===== src/lsu_pkg.sv =====
package lsu_pkg;

    localparam int xlen       = 32;
    localparam int excp_arg_w = 16;

    // ctr field positions
    localparam int type_lsb    = 0;
    localparam int type_msb    = 3;
    localparam int subtype_lsb = 7;
    localparam int subtype_msb = 11;

    // instruction type field
    localparam logic [3:0] inst_type_mem    = 4'd5;
    localparam logic [3:0] inst_type_atomic = 4'd6;
    localparam logic [3:0] inst_type_ibar   = 4'd9;

    // subtypes under inst_type_mem
    localparam logic [4:0] sub_ld_b  = 5'd0;
    localparam logic [4:0] sub_ld_h  = 5'd1;
    localparam logic [4:0] sub_ld_w  = 5'd2;
    localparam logic [4:0] sub_st_b  = 5'd3;
    localparam logic [4:0] sub_st_h  = 5'd4;
    localparam logic [4:0] sub_st_w  = 5'd5;
    localparam logic [4:0] sub_ld_bu = 5'd6;
    localparam logic [4:0] sub_ld_hu = 5'd7;
    localparam logic [4:0] sub_cacop = 5'd8;

    // subtypes under inst_type_atomic
    localparam logic [4:0] sub_ll_w = 5'd11;
    localparam logic [4:0] sub_sc_w = 5'd12;

    typedef enum logic [1:0] {
        size_byte = 2'd0,
        size_half = 2'd1,
        size_word = 2'd2
    } mem_size_e;

    // cacop target, excp_arg[2:0]
    typedef enum logic [2:0] {
        tgt_icache = 3'd0,
        tgt_dcache = 3'd1, // dcache plus l2
        tgt_l2     = 3'd2
    } cacop_target_e;

    localparam logic [31:0] ibar_opcode = 32'h8000_0000;

endpackage

===== src/lsu_top.sv =====
`timescale 1ns/1ps

module lsu_top import lsu_pkg::*; #(
    parameter int PADDR_W = 16
) (
    input  logic                  clk,
    input  logic                  rst_n,
    input  logic                  req_valid,
    output logic                  req_ready,
    input  logic [xlen-1:0]       ctr,
    input  logic [xlen-1:0]       rrj,
    input  logic [xlen-1:0]       imm,
    input  logic [xlen-1:0]       rrd,
    input  logic [excp_arg_w-1:0] excp_arg,
    output logic                  resp_valid,
    output logic [xlen-1:0]       resp_data,
    output logic                  resp_ale,
    output logic                  cacop_valid,
    output logic                  icache_opflag,
    output logic                  dcache_opflag,
    output logic                  l2cache_opflag,
    output logic [31:0]           cache_opcode,
    output logic                  ibar,
    output logic                  psel,
    output logic                  penable,
    output logic                  pwrite,
    output logic [PADDR_W-1:0]    paddr,
    output logic [xlen-1:0]       pwdata,
    output logic [3:0]            pstrb,
    input  logic [xlen-1:0]       prdata,
    input  logic                  pready,
    input  logic                  pslverr
);

    logic [xlen-1:0]       ctr_q, rrj_q, imm_q, rrd_q;
    logic [excp_arg_w-1:0] excp_arg_q;
    logic                  mem_valid, mem_write, load_signed, atomic_sc, misaligned;
    logic [xlen-1:0]       mem_addr, mem_wdata;
    mem_size_e             mem_size;
    logic [3:0]            mem_wstrb;
    logic                  op_valid, icache_flag, dcache_flag, l2_flag, is_ibar;
    logic [31:0]           opcode;

    mem_access_decode u_mem_dec (
        .ctr(ctr_q), .rrj(rrj_q), .imm(imm_q), .rrd(rrd_q),
        .mem_valid(mem_valid), .mem_write(mem_write), .mem_addr(mem_addr),
        .mem_size(mem_size), .mem_wstrb(mem_wstrb), .mem_wdata(mem_wdata),
        .load_signed(load_signed), .atomic_sc(atomic_sc), .misaligned(misaligned)
    );

    cache_op_decode u_cop_dec (
        .ctr(ctr_q), .excp_arg(excp_arg_q),
        .op_valid(op_valid), .icache_flag(icache_flag), .dcache_flag(dcache_flag),
        .l2_flag(l2_flag), .opcode(opcode), .is_ibar(is_ibar)
    );

    lsu_apb_master #(.PADDR_W(PADDR_W)) u_master (
        .clk(clk), .rst_n(rst_n),
        .req_valid(req_valid), .req_ready(req_ready),
        .ctr(ctr), .rrj(rrj), .imm(imm), .rrd(rrd), .excp_arg(excp_arg),
        .resp_valid(resp_valid), .resp_data(resp_data), .resp_ale(resp_ale),
        .cacop_valid(cacop_valid), .icache_opflag(icache_opflag),
        .dcache_opflag(dcache_opflag), .l2cache_opflag(l2cache_opflag),
        .cache_opcode(cache_opcode), .ibar(ibar),
        .ctr_q(ctr_q), .rrj_q(rrj_q), .imm_q(imm_q), .rrd_q(rrd_q), .excp_arg_q(excp_arg_q),
        .mem_valid(mem_valid), .mem_write(mem_write), .mem_addr(mem_addr),
        .mem_size(mem_size), .mem_wstrb(mem_wstrb), .mem_wdata(mem_wdata),
        .load_signed(load_signed), .atomic_sc(atomic_sc), .misaligned(misaligned),
        .op_valid(op_valid), .icache_flag(icache_flag), .dcache_flag(dcache_flag),
        .l2_flag(l2_flag), .opcode(opcode), .is_ibar(is_ibar),
        .psel(psel), .penable(penable), .pwrite(pwrite), .paddr(paddr),
        .pwdata(pwdata), .pstrb(pstrb),
        .prdata(prdata), .pready(pready), .pslverr(pslverr)
    );

endmodule


===== src/lsu_apb_master.sv =====
`timescale 1ns/1ps

module lsu_apb_master import lsu_pkg::*; #(
    parameter int PADDR_W = 16
) (
    input  logic                  clk,
    input  logic                  rst_n,
    // pipeline request
    input  logic                  req_valid,
    output logic                  req_ready,
    input  logic [xlen-1:0]       ctr,
    input  logic [xlen-1:0]       rrj,
    input  logic [xlen-1:0]       imm,
    input  logic [xlen-1:0]       rrd,
    input  logic [excp_arg_w-1:0] excp_arg,
    // pipeline response
    output logic                  resp_valid,
    output logic [xlen-1:0]       resp_data,
    output logic                  resp_ale,
    output logic                  cacop_valid,
    output logic                  icache_opflag,
    output logic                  dcache_opflag,
    output logic                  l2cache_opflag,
    output logic [31:0]           cache_opcode,
    output logic                  ibar,
    // held instruction to decoders
    output logic [xlen-1:0]       ctr_q,
    output logic [xlen-1:0]       rrj_q,
    output logic [xlen-1:0]       imm_q,
    output logic [xlen-1:0]       rrd_q,
    output logic [excp_arg_w-1:0] excp_arg_q,
    // memory access decode
    input  logic                  mem_valid,
    input  logic                  mem_write,
    input  logic [xlen-1:0]       mem_addr,
    input  mem_size_e             mem_size,
    input  logic [3:0]            mem_wstrb,
    input  logic [xlen-1:0]       mem_wdata,
    input  logic                  load_signed,
    input  logic                  atomic_sc,
    input  logic                  misaligned,
    // cache op decode
    input  logic                  op_valid,
    input  logic                  icache_flag,
    input  logic                  dcache_flag,
    input  logic                  l2_flag,
    input  logic [31:0]           opcode,
    input  logic                  is_ibar,
    // apb master
    output logic                  psel,
    output logic                  penable,
    output logic                  pwrite,
    output logic [PADDR_W-1:0]    paddr,
    output logic [xlen-1:0]       pwdata,
    output logic [3:0]            pstrb,
    input  logic [xlen-1:0]       prdata,
    input  logic                  pready,
    input  logic                  pslverr
);

    typedef enum logic [1:0] {
        st_idle,
        st_setup,
        st_access,
        st_respond
    } state_e;

    state_e          state;
    state_e          state_nxt;
    logic            go_apb;
    logic [xlen-1:0] rdata_q;
    logic            slverr_q;
    logic [xlen-1:0] rdata_shift;
    logic [xlen-1:0] load_data;

    assign go_apb = mem_valid & ~misaligned;

    always_comb begin
        state_nxt = state;
        case (state)
            st_idle:    if (req_valid) state_nxt = st_setup;
            st_setup:   state_nxt = go_apb ? st_access : st_idle; // else answer now
            st_access:  if (pready) state_nxt = st_respond;
            st_respond: state_nxt = st_idle;
            default:    state_nxt = st_idle;
        endcase
    end

    always_ff @(posedge clk or negedge rst_n) begin
        if (!rst_n)
            state <= st_idle;
        else
            state <= state_nxt;
    end

    always_ff @(posedge clk) begin
        if (req_valid && req_ready) begin
            ctr_q      <= ctr;
            rrj_q      <= rrj;
            imm_q      <= imm;
            rrd_q      <= rrd;
            excp_arg_q <= excp_arg;
        end
        if (state == st_access && pready) begin
            rdata_q  <= prdata;
            slverr_q <= pslverr;
        end
    end

    assign req_ready = (state == st_idle);

    // apb drive, held by the request registers
    assign psel    = (state == st_setup && go_apb) || state == st_access;
    assign penable = (state == st_access);
    assign pwrite  = mem_write;
    assign paddr   = {mem_addr[PADDR_W-1:2], 2'b00}; // word aligned, lanes via pstrb
    assign pwdata  = mem_wdata;
    assign pstrb   = mem_write ? mem_wstrb : 4'b0000;

    // load data back to lane 0
    assign rdata_shift = rdata_q >> {mem_addr[1:0], 3'b000};

    always_comb begin
        case (mem_size)
            size_byte: load_data = {{24{load_signed & rdata_shift[7]}}, rdata_shift[7:0]};
            size_half: load_data = {{16{load_signed & rdata_shift[15]}}, rdata_shift[15:0]};
            default:   load_data = rdata_shift;
        endcase
    end

    always_comb begin
        resp_data = '0;
        if (go_apb) begin
            if (atomic_sc)
                resp_data = 32'd1; // sc.w always succeeds
            else if (!mem_write)
                resp_data = load_data;
        end
    end

    assign resp_valid     = (state == st_setup && !go_apb) || state == st_respond;
    assign resp_ale       = resp_valid && (misaligned || (state == st_respond && slverr_q));
    assign cacop_valid    = resp_valid & op_valid;
    assign icache_opflag  = resp_valid & icache_flag;
    assign dcache_opflag  = resp_valid & dcache_flag;
    assign l2cache_opflag = resp_valid & l2_flag;
    assign ibar           = resp_valid & is_ibar;
    assign cache_opcode   = opcode;

    // access phase only after a selected cycle
    a_penable_psel: assert property (@(posedge clk) disable iff (!rst_n)
        penable |-> psel && $past(psel));

    a_apb_hold: assert property (@(posedge clk) disable iff (!rst_n)
        psel && !(penable && pready) |=> $stable(paddr) && $stable(pwdata));

    a_resp_pulse: assert property (@(posedge clk) disable iff (!rst_n)
        resp_valid |=> !resp_valid);

    // the two decoders never claim the same instruction
    a_decode_excl: assert property (@(posedge clk) disable iff (!rst_n)
        state != st_idle |-> !(mem_valid && op_valid));

endmodule


===== src/cache_op_decode.sv =====
`timescale 1ns/1ps

module cache_op_decode import lsu_pkg::*; (
    input  logic [xlen-1:0]       ctr,
    input  logic [excp_arg_w-1:0] excp_arg,
    output logic                  op_valid,
    output logic                  icache_flag,
    output logic                  dcache_flag,
    output logic                  l2_flag,
    output logic [31:0]           opcode,
    output logic                  is_ibar
);

    logic [3:0]    inst_type;
    logic [4:0]    subtype;
    cacop_target_e target;

    assign inst_type = ctr[type_msb:type_lsb];
    assign subtype   = ctr[subtype_msb:subtype_lsb];
    assign target    = cacop_target_e'(excp_arg[2:0]);

    always_comb begin
        op_valid    = 1'b0;
        icache_flag = 1'b0;
        dcache_flag = 1'b0;
        l2_flag     = 1'b0;
        opcode      = '0;
        is_ibar     = 1'b0;
        if (inst_type == inst_type_mem && subtype == sub_cacop) begin
            op_valid = 1'b1;
            opcode   = {{(32 - excp_arg_w){1'b0}}, excp_arg};
            case (target)
                tgt_icache: icache_flag = 1'b1;
                tgt_dcache: begin
                    dcache_flag = 1'b1;
                    l2_flag     = 1'b1; // dcache op also reaches l2
                end
                tgt_l2:     l2_flag = 1'b1;
                default: ; // reserved target, no cache touched
            endcase
        end else if (inst_type == inst_type_ibar) begin
            op_valid    = 1'b1;
            icache_flag = 1'b1;
            opcode      = ibar_opcode;
            is_ibar     = 1'b1;
        end
    end

endmodule


===== src/mem_access_decode.sv =====
`timescale 1ns/1ps

module mem_access_decode import lsu_pkg::*; (
    input  logic [xlen-1:0] ctr,
    input  logic [xlen-1:0] rrj,
    input  logic [xlen-1:0] imm,
    input  logic [xlen-1:0] rrd,
    output logic            mem_valid,
    output logic            mem_write,
    output logic [xlen-1:0] mem_addr,
    output mem_size_e       mem_size,
    output logic [3:0]      mem_wstrb,
    output logic [xlen-1:0] mem_wdata,
    output logic            load_signed,
    output logic            atomic_sc,
    output logic            misaligned
);

    logic [3:0] inst_type;
    logic [4:0] subtype;
    logic [1:0] offset;
    logic [3:0] lane_mask;
    logic       bad_align;

    assign inst_type = ctr[type_msb:type_lsb];
    assign subtype   = ctr[subtype_msb:subtype_lsb];
    assign mem_addr  = rrj + imm;
    assign offset    = mem_addr[1:0];

    always_comb begin
        mem_valid   = 1'b0;
        mem_write   = 1'b0;
        mem_size    = size_byte;
        load_signed = 1'b0;
        atomic_sc   = 1'b0;
        if (inst_type == inst_type_mem) begin
            case (subtype)
                sub_ld_b: begin
                    mem_valid   = 1'b1;
                    load_signed = 1'b1;
                end
                sub_ld_h: begin
                    mem_valid   = 1'b1;
                    mem_size    = size_half;
                    load_signed = 1'b1;
                end
                sub_ld_w: begin
                    mem_valid = 1'b1;
                    mem_size  = size_word;
                end
                sub_st_b: begin
                    mem_valid = 1'b1;
                    mem_write = 1'b1;
                end
                sub_st_h: begin
                    mem_valid = 1'b1;
                    mem_write = 1'b1;
                    mem_size  = size_half;
                end
                sub_st_w: begin
                    mem_valid = 1'b1;
                    mem_write = 1'b1;
                    mem_size  = size_word;
                end
                sub_ld_bu: mem_valid = 1'b1;
                sub_ld_hu: begin
                    mem_valid = 1'b1;
                    mem_size  = size_half;
                end
                default: ; // cacop handled elsewhere
            endcase
        end else if (inst_type == inst_type_atomic) begin
            case (subtype)
                sub_ll_w: begin
                    mem_valid = 1'b1;
                    mem_size  = size_word;
                end
                sub_sc_w: begin
                    mem_valid = 1'b1;
                    mem_write = 1'b1;
                    mem_size  = size_word;
                    atomic_sc = 1'b1;
                end
                default: ;
            endcase
        end
    end

    // little endian lanes
    always_comb begin
        case (mem_size)
            size_byte: begin
                lane_mask = 4'b0001 << offset;
                bad_align = 1'b0;
            end
            size_half: begin
                lane_mask = offset[1] ? 4'b1100 : 4'b0011;
                bad_align = offset[0];
            end
            default: begin
                lane_mask = 4'b1111;
                bad_align = |offset;
            end
        endcase
    end

    assign misaligned = mem_valid & bad_align;
    assign mem_wstrb  = (mem_valid && !bad_align) ? lane_mask : 4'b0000;

    always_comb begin
        mem_wdata = '0;
        if (mem_write) begin
            case (mem_size)
                size_byte: mem_wdata = {24'b0, rrd[7:0]} << {offset, 3'b000};
                size_half: mem_wdata = {16'b0, rrd[15:0]} << {offset[1], 4'b0000};
                default:   mem_wdata = rrd;
            endcase
        end
    end

    // store data only in strobed lanes
    always_comb begin
        if (mem_valid && !misaligned)
            assert final (mem_wstrb != 4'b0000 &&
                          (mem_wdata & ~{{8{mem_wstrb[3]}}, {8{mem_wstrb[2]}},
                                         {8{mem_wstrb[1]}}, {8{mem_wstrb[0]}}}) == '0)
                else $error("strobe does not cover the access, ctr=%h", ctr);
    end

endmodule


===== config.mk =====
export PLATFORM = sky130hd
export DESIGN_NAME = lsu_top
export DESIGN_NICKNAME = d
export VERILOG_FILES = /design/src/lsu_pkg.sv /design/src/lsu_top.sv /design/src/lsu_apb_master.sv /design/src/cache_op_decode.sv /design/src/mem_access_decode.sv
export SDC_FILE = /design/constraint.sdc
export NUM_CORES = 1
export LEC_CHECK = 0
export BUFFER_PORTS_ARGS = -buffer_cell sky130_fd_sc_hd__buf_2
export CORE_AREA = 2 2 121 123
export DETAILED_ROUTE_END_ITERATION = 10
export DIE_AREA = 0 0 123 125
export PLACE_DENSITY = 0.77
export SLEW_MARGIN = 5
export SYNTH_ARGS = -nofsm -noshare
export SYNTH_HDL_FRONTEND = slang
export SYNTH_SLANG_ARGS = --single-unit

===== constraint.sdc =====
create_clock -name clk -period 7.75 [get_ports clk]
set_clock_uncertainty 0.1 [all_clocks]
set_input_delay 1.55 -clock clk [delete_from_list [all_inputs] [get_ports clk]]
set_output_delay 1.55 -clock clk [all_outputs]
set_load 0.02 [all_outputs]

==> flow_results.org <==
** Run status
- Status :: completed

** Setup path
- FF-to-FF Start :: u_master.rrj_q[0]
- The worst setup path is launched from a register.
- Endpoint of the most critical setup path :: resp_data[31]
- The critical path starts at u_master.rrj_q[0].
- For the worst setup path, the data arrival time is 3.74 ns.
- FF-to-FF setup slack :: 5.09 ns
- Largest fanout on the critical path :: 17
- The number of cells on the worst reg-to-reg path is 7.
- The largest individual stage delay along the critical path comes from the cell or4_1.
- On the worst path, the slowest cell contributes a delay of around 0.72 ns.
- The critical path goes through ha_1, buf_4, and2b_1, o2bb2ai_1, mux2i_1, or4_1, a21oi_1, buf_2.
- Data on the critical path is required at its endpoint by 6.10 ns.
- Start-to-end type of the worst setup path :: reg2out
- The worst setup path is captured at an output port.

** Synthesis
- Yosys instantiated no cell more often than edfxtp_1.
- Mean instance size in the synthesized netlist :: 12.0 um^2
- Async set-reset flop share out of synthesis :: about 1.6%
- After synthesis, the largest area contributor takes up a little under three fifths of total cell area.
- Cells after synthesis :: 540
- Number of synthesized flops with an enable pin :: 122
- Most used standard cells in the synthesized netlist :: 122 x edfxtp_1, 52 x a21oi_1, 48 x nand2_1, 33 x nor2_1
- Cell taking the most area after synthesis :: edfxtp_1
- Flip-flop and latch count after synthesis :: 124
- Dominant synthesized flop cell :: edfxtp_1
- Combined area of all synthesized cells :: between 6000 and 7000 um^2
- Share of the yosys chip area belonging to registers :: between 50 and 60%
- Number of unique standard cell types used by synthesis :: 70
- Yosys printed 0 warnings.
- Sorting the synthesized cells by area gives the leading types as edfxtp_1 56%, a21oi_1 4.0%, ha_1 2.9%, nand2_1 2.8%, mux2i_1 2.5%.

** Die
- Die height :: ~130 um
- The region available for standard cell placement spans 14200 um^2.
- Row generation in the floorplan step produced 44 rows.
- Starting density of the core :: between 40% and 50%
- Number of primary I/O pins :: 308
- Die area :: 15400 um^2
- The die is 123 um wide.

** Detailed routing
- Vias per cell :: 5.42
- Number of design-rule violations left by the first detailed-router iteration :: 411
- DRC errors left :: 0
- Post-Route M1 WL :: a little under 7000 um
- First-pass iteration count of the detailed router :: 6
- For this block, the via count after detailed routing is 5237.
- Final Routed Wirelength :: 17200 um
- Post-detailed-route wirelength per cell :: around 18 um
- Wire segments on met2 add up to 8570 um in the final route.
- Routed signal wires occupy layers up through met4.
- In the detailed route, the total length drawn on met3 is 1420 um.
- Number of nets still failing antenna checks after routing :: 0

** Clock tree
- Sinks on Clock Net :: between 100 and 150
- Maximum buffer depth of the clock tree :: 2
- H-Tree Level Count :: 4
- Buffers added to address setup during post-CTS repair amount to 0.
- Clock latency of the later-clocked register in the worst-skew pair :: 0.41 ns
- Inserted Clock Buffers :: 17
- Post-CTS repair changed the size of 0 cells.
- Post-cts hold buffer count :: 0
- Clock slew at the register clock pins of the worst setup and hold paths :: 0.06 ns
- TritonCTS built the clock tree.
- The tree is rooted in a clkbuf_16.

** STA
- Based on the critical path, the design can be clocked at up to around 190 MHz.
- The final number of max-transition violations is 0.
- Period utilisation layout :: 69.5%
- Slew at the pin closest to its max-slew limit :: 0.894 ns
- Final Setup Violations :: 0
- Remaining max-slew budget at the tightest pin :: between 40 and 50%
- Aggregate negative setup slack :: 0 ns
- Post-layout minimum cycle time :: 5.39 ns
- Worst setup margin :: 2.36 ns
- RSZ-0062 raised after global routing :: no
- Final count of hold timing violations :: 0

** Job
- # Max-Cap Violations :: 0

** Global routing
- The initial antenna violation count was 0.
- Total Routing Usage GR :: 22.5%
- Global-route wire length before repair :: 26100 um
- Pin count of the biggest net entering global routing :: 69
- Grt ovf :: 0
- Via count of the first global-routing pass :: slightly above 5000

** Place
- Before CTS, the worst setup slack after placement is 2.80 ns.
- Once detailed placement completed, the half-perimeter wirelength came to 12300 um.
- Port bufs :: 235
- Placement Cell Area :: slightly below 8000 um^2
- Routability-driven placement congestion ratio :: 0.892

** Final layout
- At the end of the flow, the number of nets in the layout was 966.
- The area growth from synthesis to layout is 27.6%.
- Ratio of cells with drive above 1 in the final layout :: between 30% and 40%
- Summing all flip-flop and latch instances after layout gives 3710 um^2.
- Post-route cell area :: 8290 um^2
- In the final layout, the multi-input gates occupy 2540 um^2.
- Number of fillers in the final layout :: 1212

** Pwr
- Clock power frac :: 41.8%
- Across the VDD grid, the largest voltage drop is 0.000181 V.
- In this run the static leakage power is 0.00348 uW.
- The analysis attributes to net switching a power of slightly above 500 uW.
- In this run the power density over the cells is 220 nW/um^2.
- Switching fraction of total power :: 28.4%
- In this run, the combinational gates consume approximately 14% of the power.
- Registers are responsible for 43.7% of the overall power.
- Cell internal power was estimated by the tool at 1310 uW.
- Post-route total power :: 1830 uW

** Hold path
- The min-delay analysis places its worst path in the category reg2reg.
-- metal layers --
| layer | vias up | track usage, % |
|---|---|---|
| met2 | 249 | 36.7 |
| met4 | 0 | 8.56 |
| met5 | - | 0 |
| li1 | 2474 | - |
| met3 | 27 | 7.71 |
| met1 | 2487 | 27.3 |
-- per-stage QoR --
stage | hold WS [ns] | cells | utilization (%)
CTS | 0.621 | 966 | 58.4
global route | 0.668 | 966 | 58.4
detailed placement | 0.607 | 934 | 54.4
global placement | 0.592 | 934 | 54.4
floorplan | 0.541 | 556 | -
finish | 0.620 | 967 | 58.4
-- power by group through the flow --
stage / Sequential (uW) / Combinational, uW / Clock [uW]
final: 799 / 265 / 763
after global routing: 802 / 290 / 807
after CTS: 799 / 265 / 778
after detailed placement: 812 / 260 / 0
after global placement: 811 / 258 / 0
after floorplan: 804 / 188 / 0
-- layout by cell type (no fill, tap or decap), types with 3 or more instances in the layout --
master,instances
o21a_1,3
nor2_1,33
edfxtp_1,122
buf_4,5
conb_1,17
o21bai_1,5
mux2i_1,16
inv_6,6
and2_2,7
clkbuf_16,17
buf_2,235
a22oi_1,8
nor2b_1,6
nand2b_1,3
mux2_2,9
a222oi_1,8
ha_1,15
and2_1,19
nand2_1,48
nor3_1,10
inv_8,4
xnor2_1,13
xor2_1,5
and3_1,3
o211a_1,3
nand3_1,14
inv_1,6
o21ai_0,18
a21oi_1,52
a211oi_1,8
o211ai_1,6
or2_2,4
a21o_1,4
-- kinds of logic after synthesis --
logic type / after synthesis / share of synthesized area (%)
and+or+nand+nor: 165 / 13.5
AOI/OAI and AO/OA: 138 / 14.5
DFF: 124 / 57.1
buffers and inverters: 52 / 4.79
muxes: 26 / 4.37
xor gates and xnor gates: 18 / 2.42
adders and majority gates: 16 / 3.19
other: 1 / 0.0577
-- state kept, by name, indices dropped and copies added (netlist names), named ones only --
| name | cells |
|---|---|
| u_master.slverr_q | 1 |
| u_master.excp_arg_q | 16 |
| u_master.rdata_q | 32 |
| u_master.ctr_q | 9 |
| u_master.rrj_q | 16 |
| u_master.rrd_q | 32 |
| u_master.state | 1 |
| u_master.imm_q | 16 |
-- worst min-delay path by stage --
stage,start,end,slack (ns),cells past startpoint
floorplan,register,register,0.54,2
global placement,u_master.state[0],register,0.59,2
detailed placement,u_master.state[0],register,0.61,2
CTS,u_master.state[0],register,0.62,2
global route,register,register,0.67,2
finish,u_master.state[0],register,0.62,2
-- final cells by class --
class	count	area share, %
sequential	124	44.8
multi-input combinational	380	30.6
timing repair buffer	240	14.6
clock buffer	17	5.13
tap	184	2.78
clock inverter	15	1.76
inverter	6	0.272
antenna	1	0.0302
-- critical path: cells and delay by family, from the launching register on --
family	cells	cell delay, ns
AND/OR/NAND/NOR	2	1.15
adder cells (fa/ha/maj)	1	0.65
buffers and inverters	2	0.57
AO/OA/AOI/OAI	2	0.47
flip-flops	1	0.38
multiplexers	1	0.09
No activity file was read; power rests on OpenSTA's default activity.
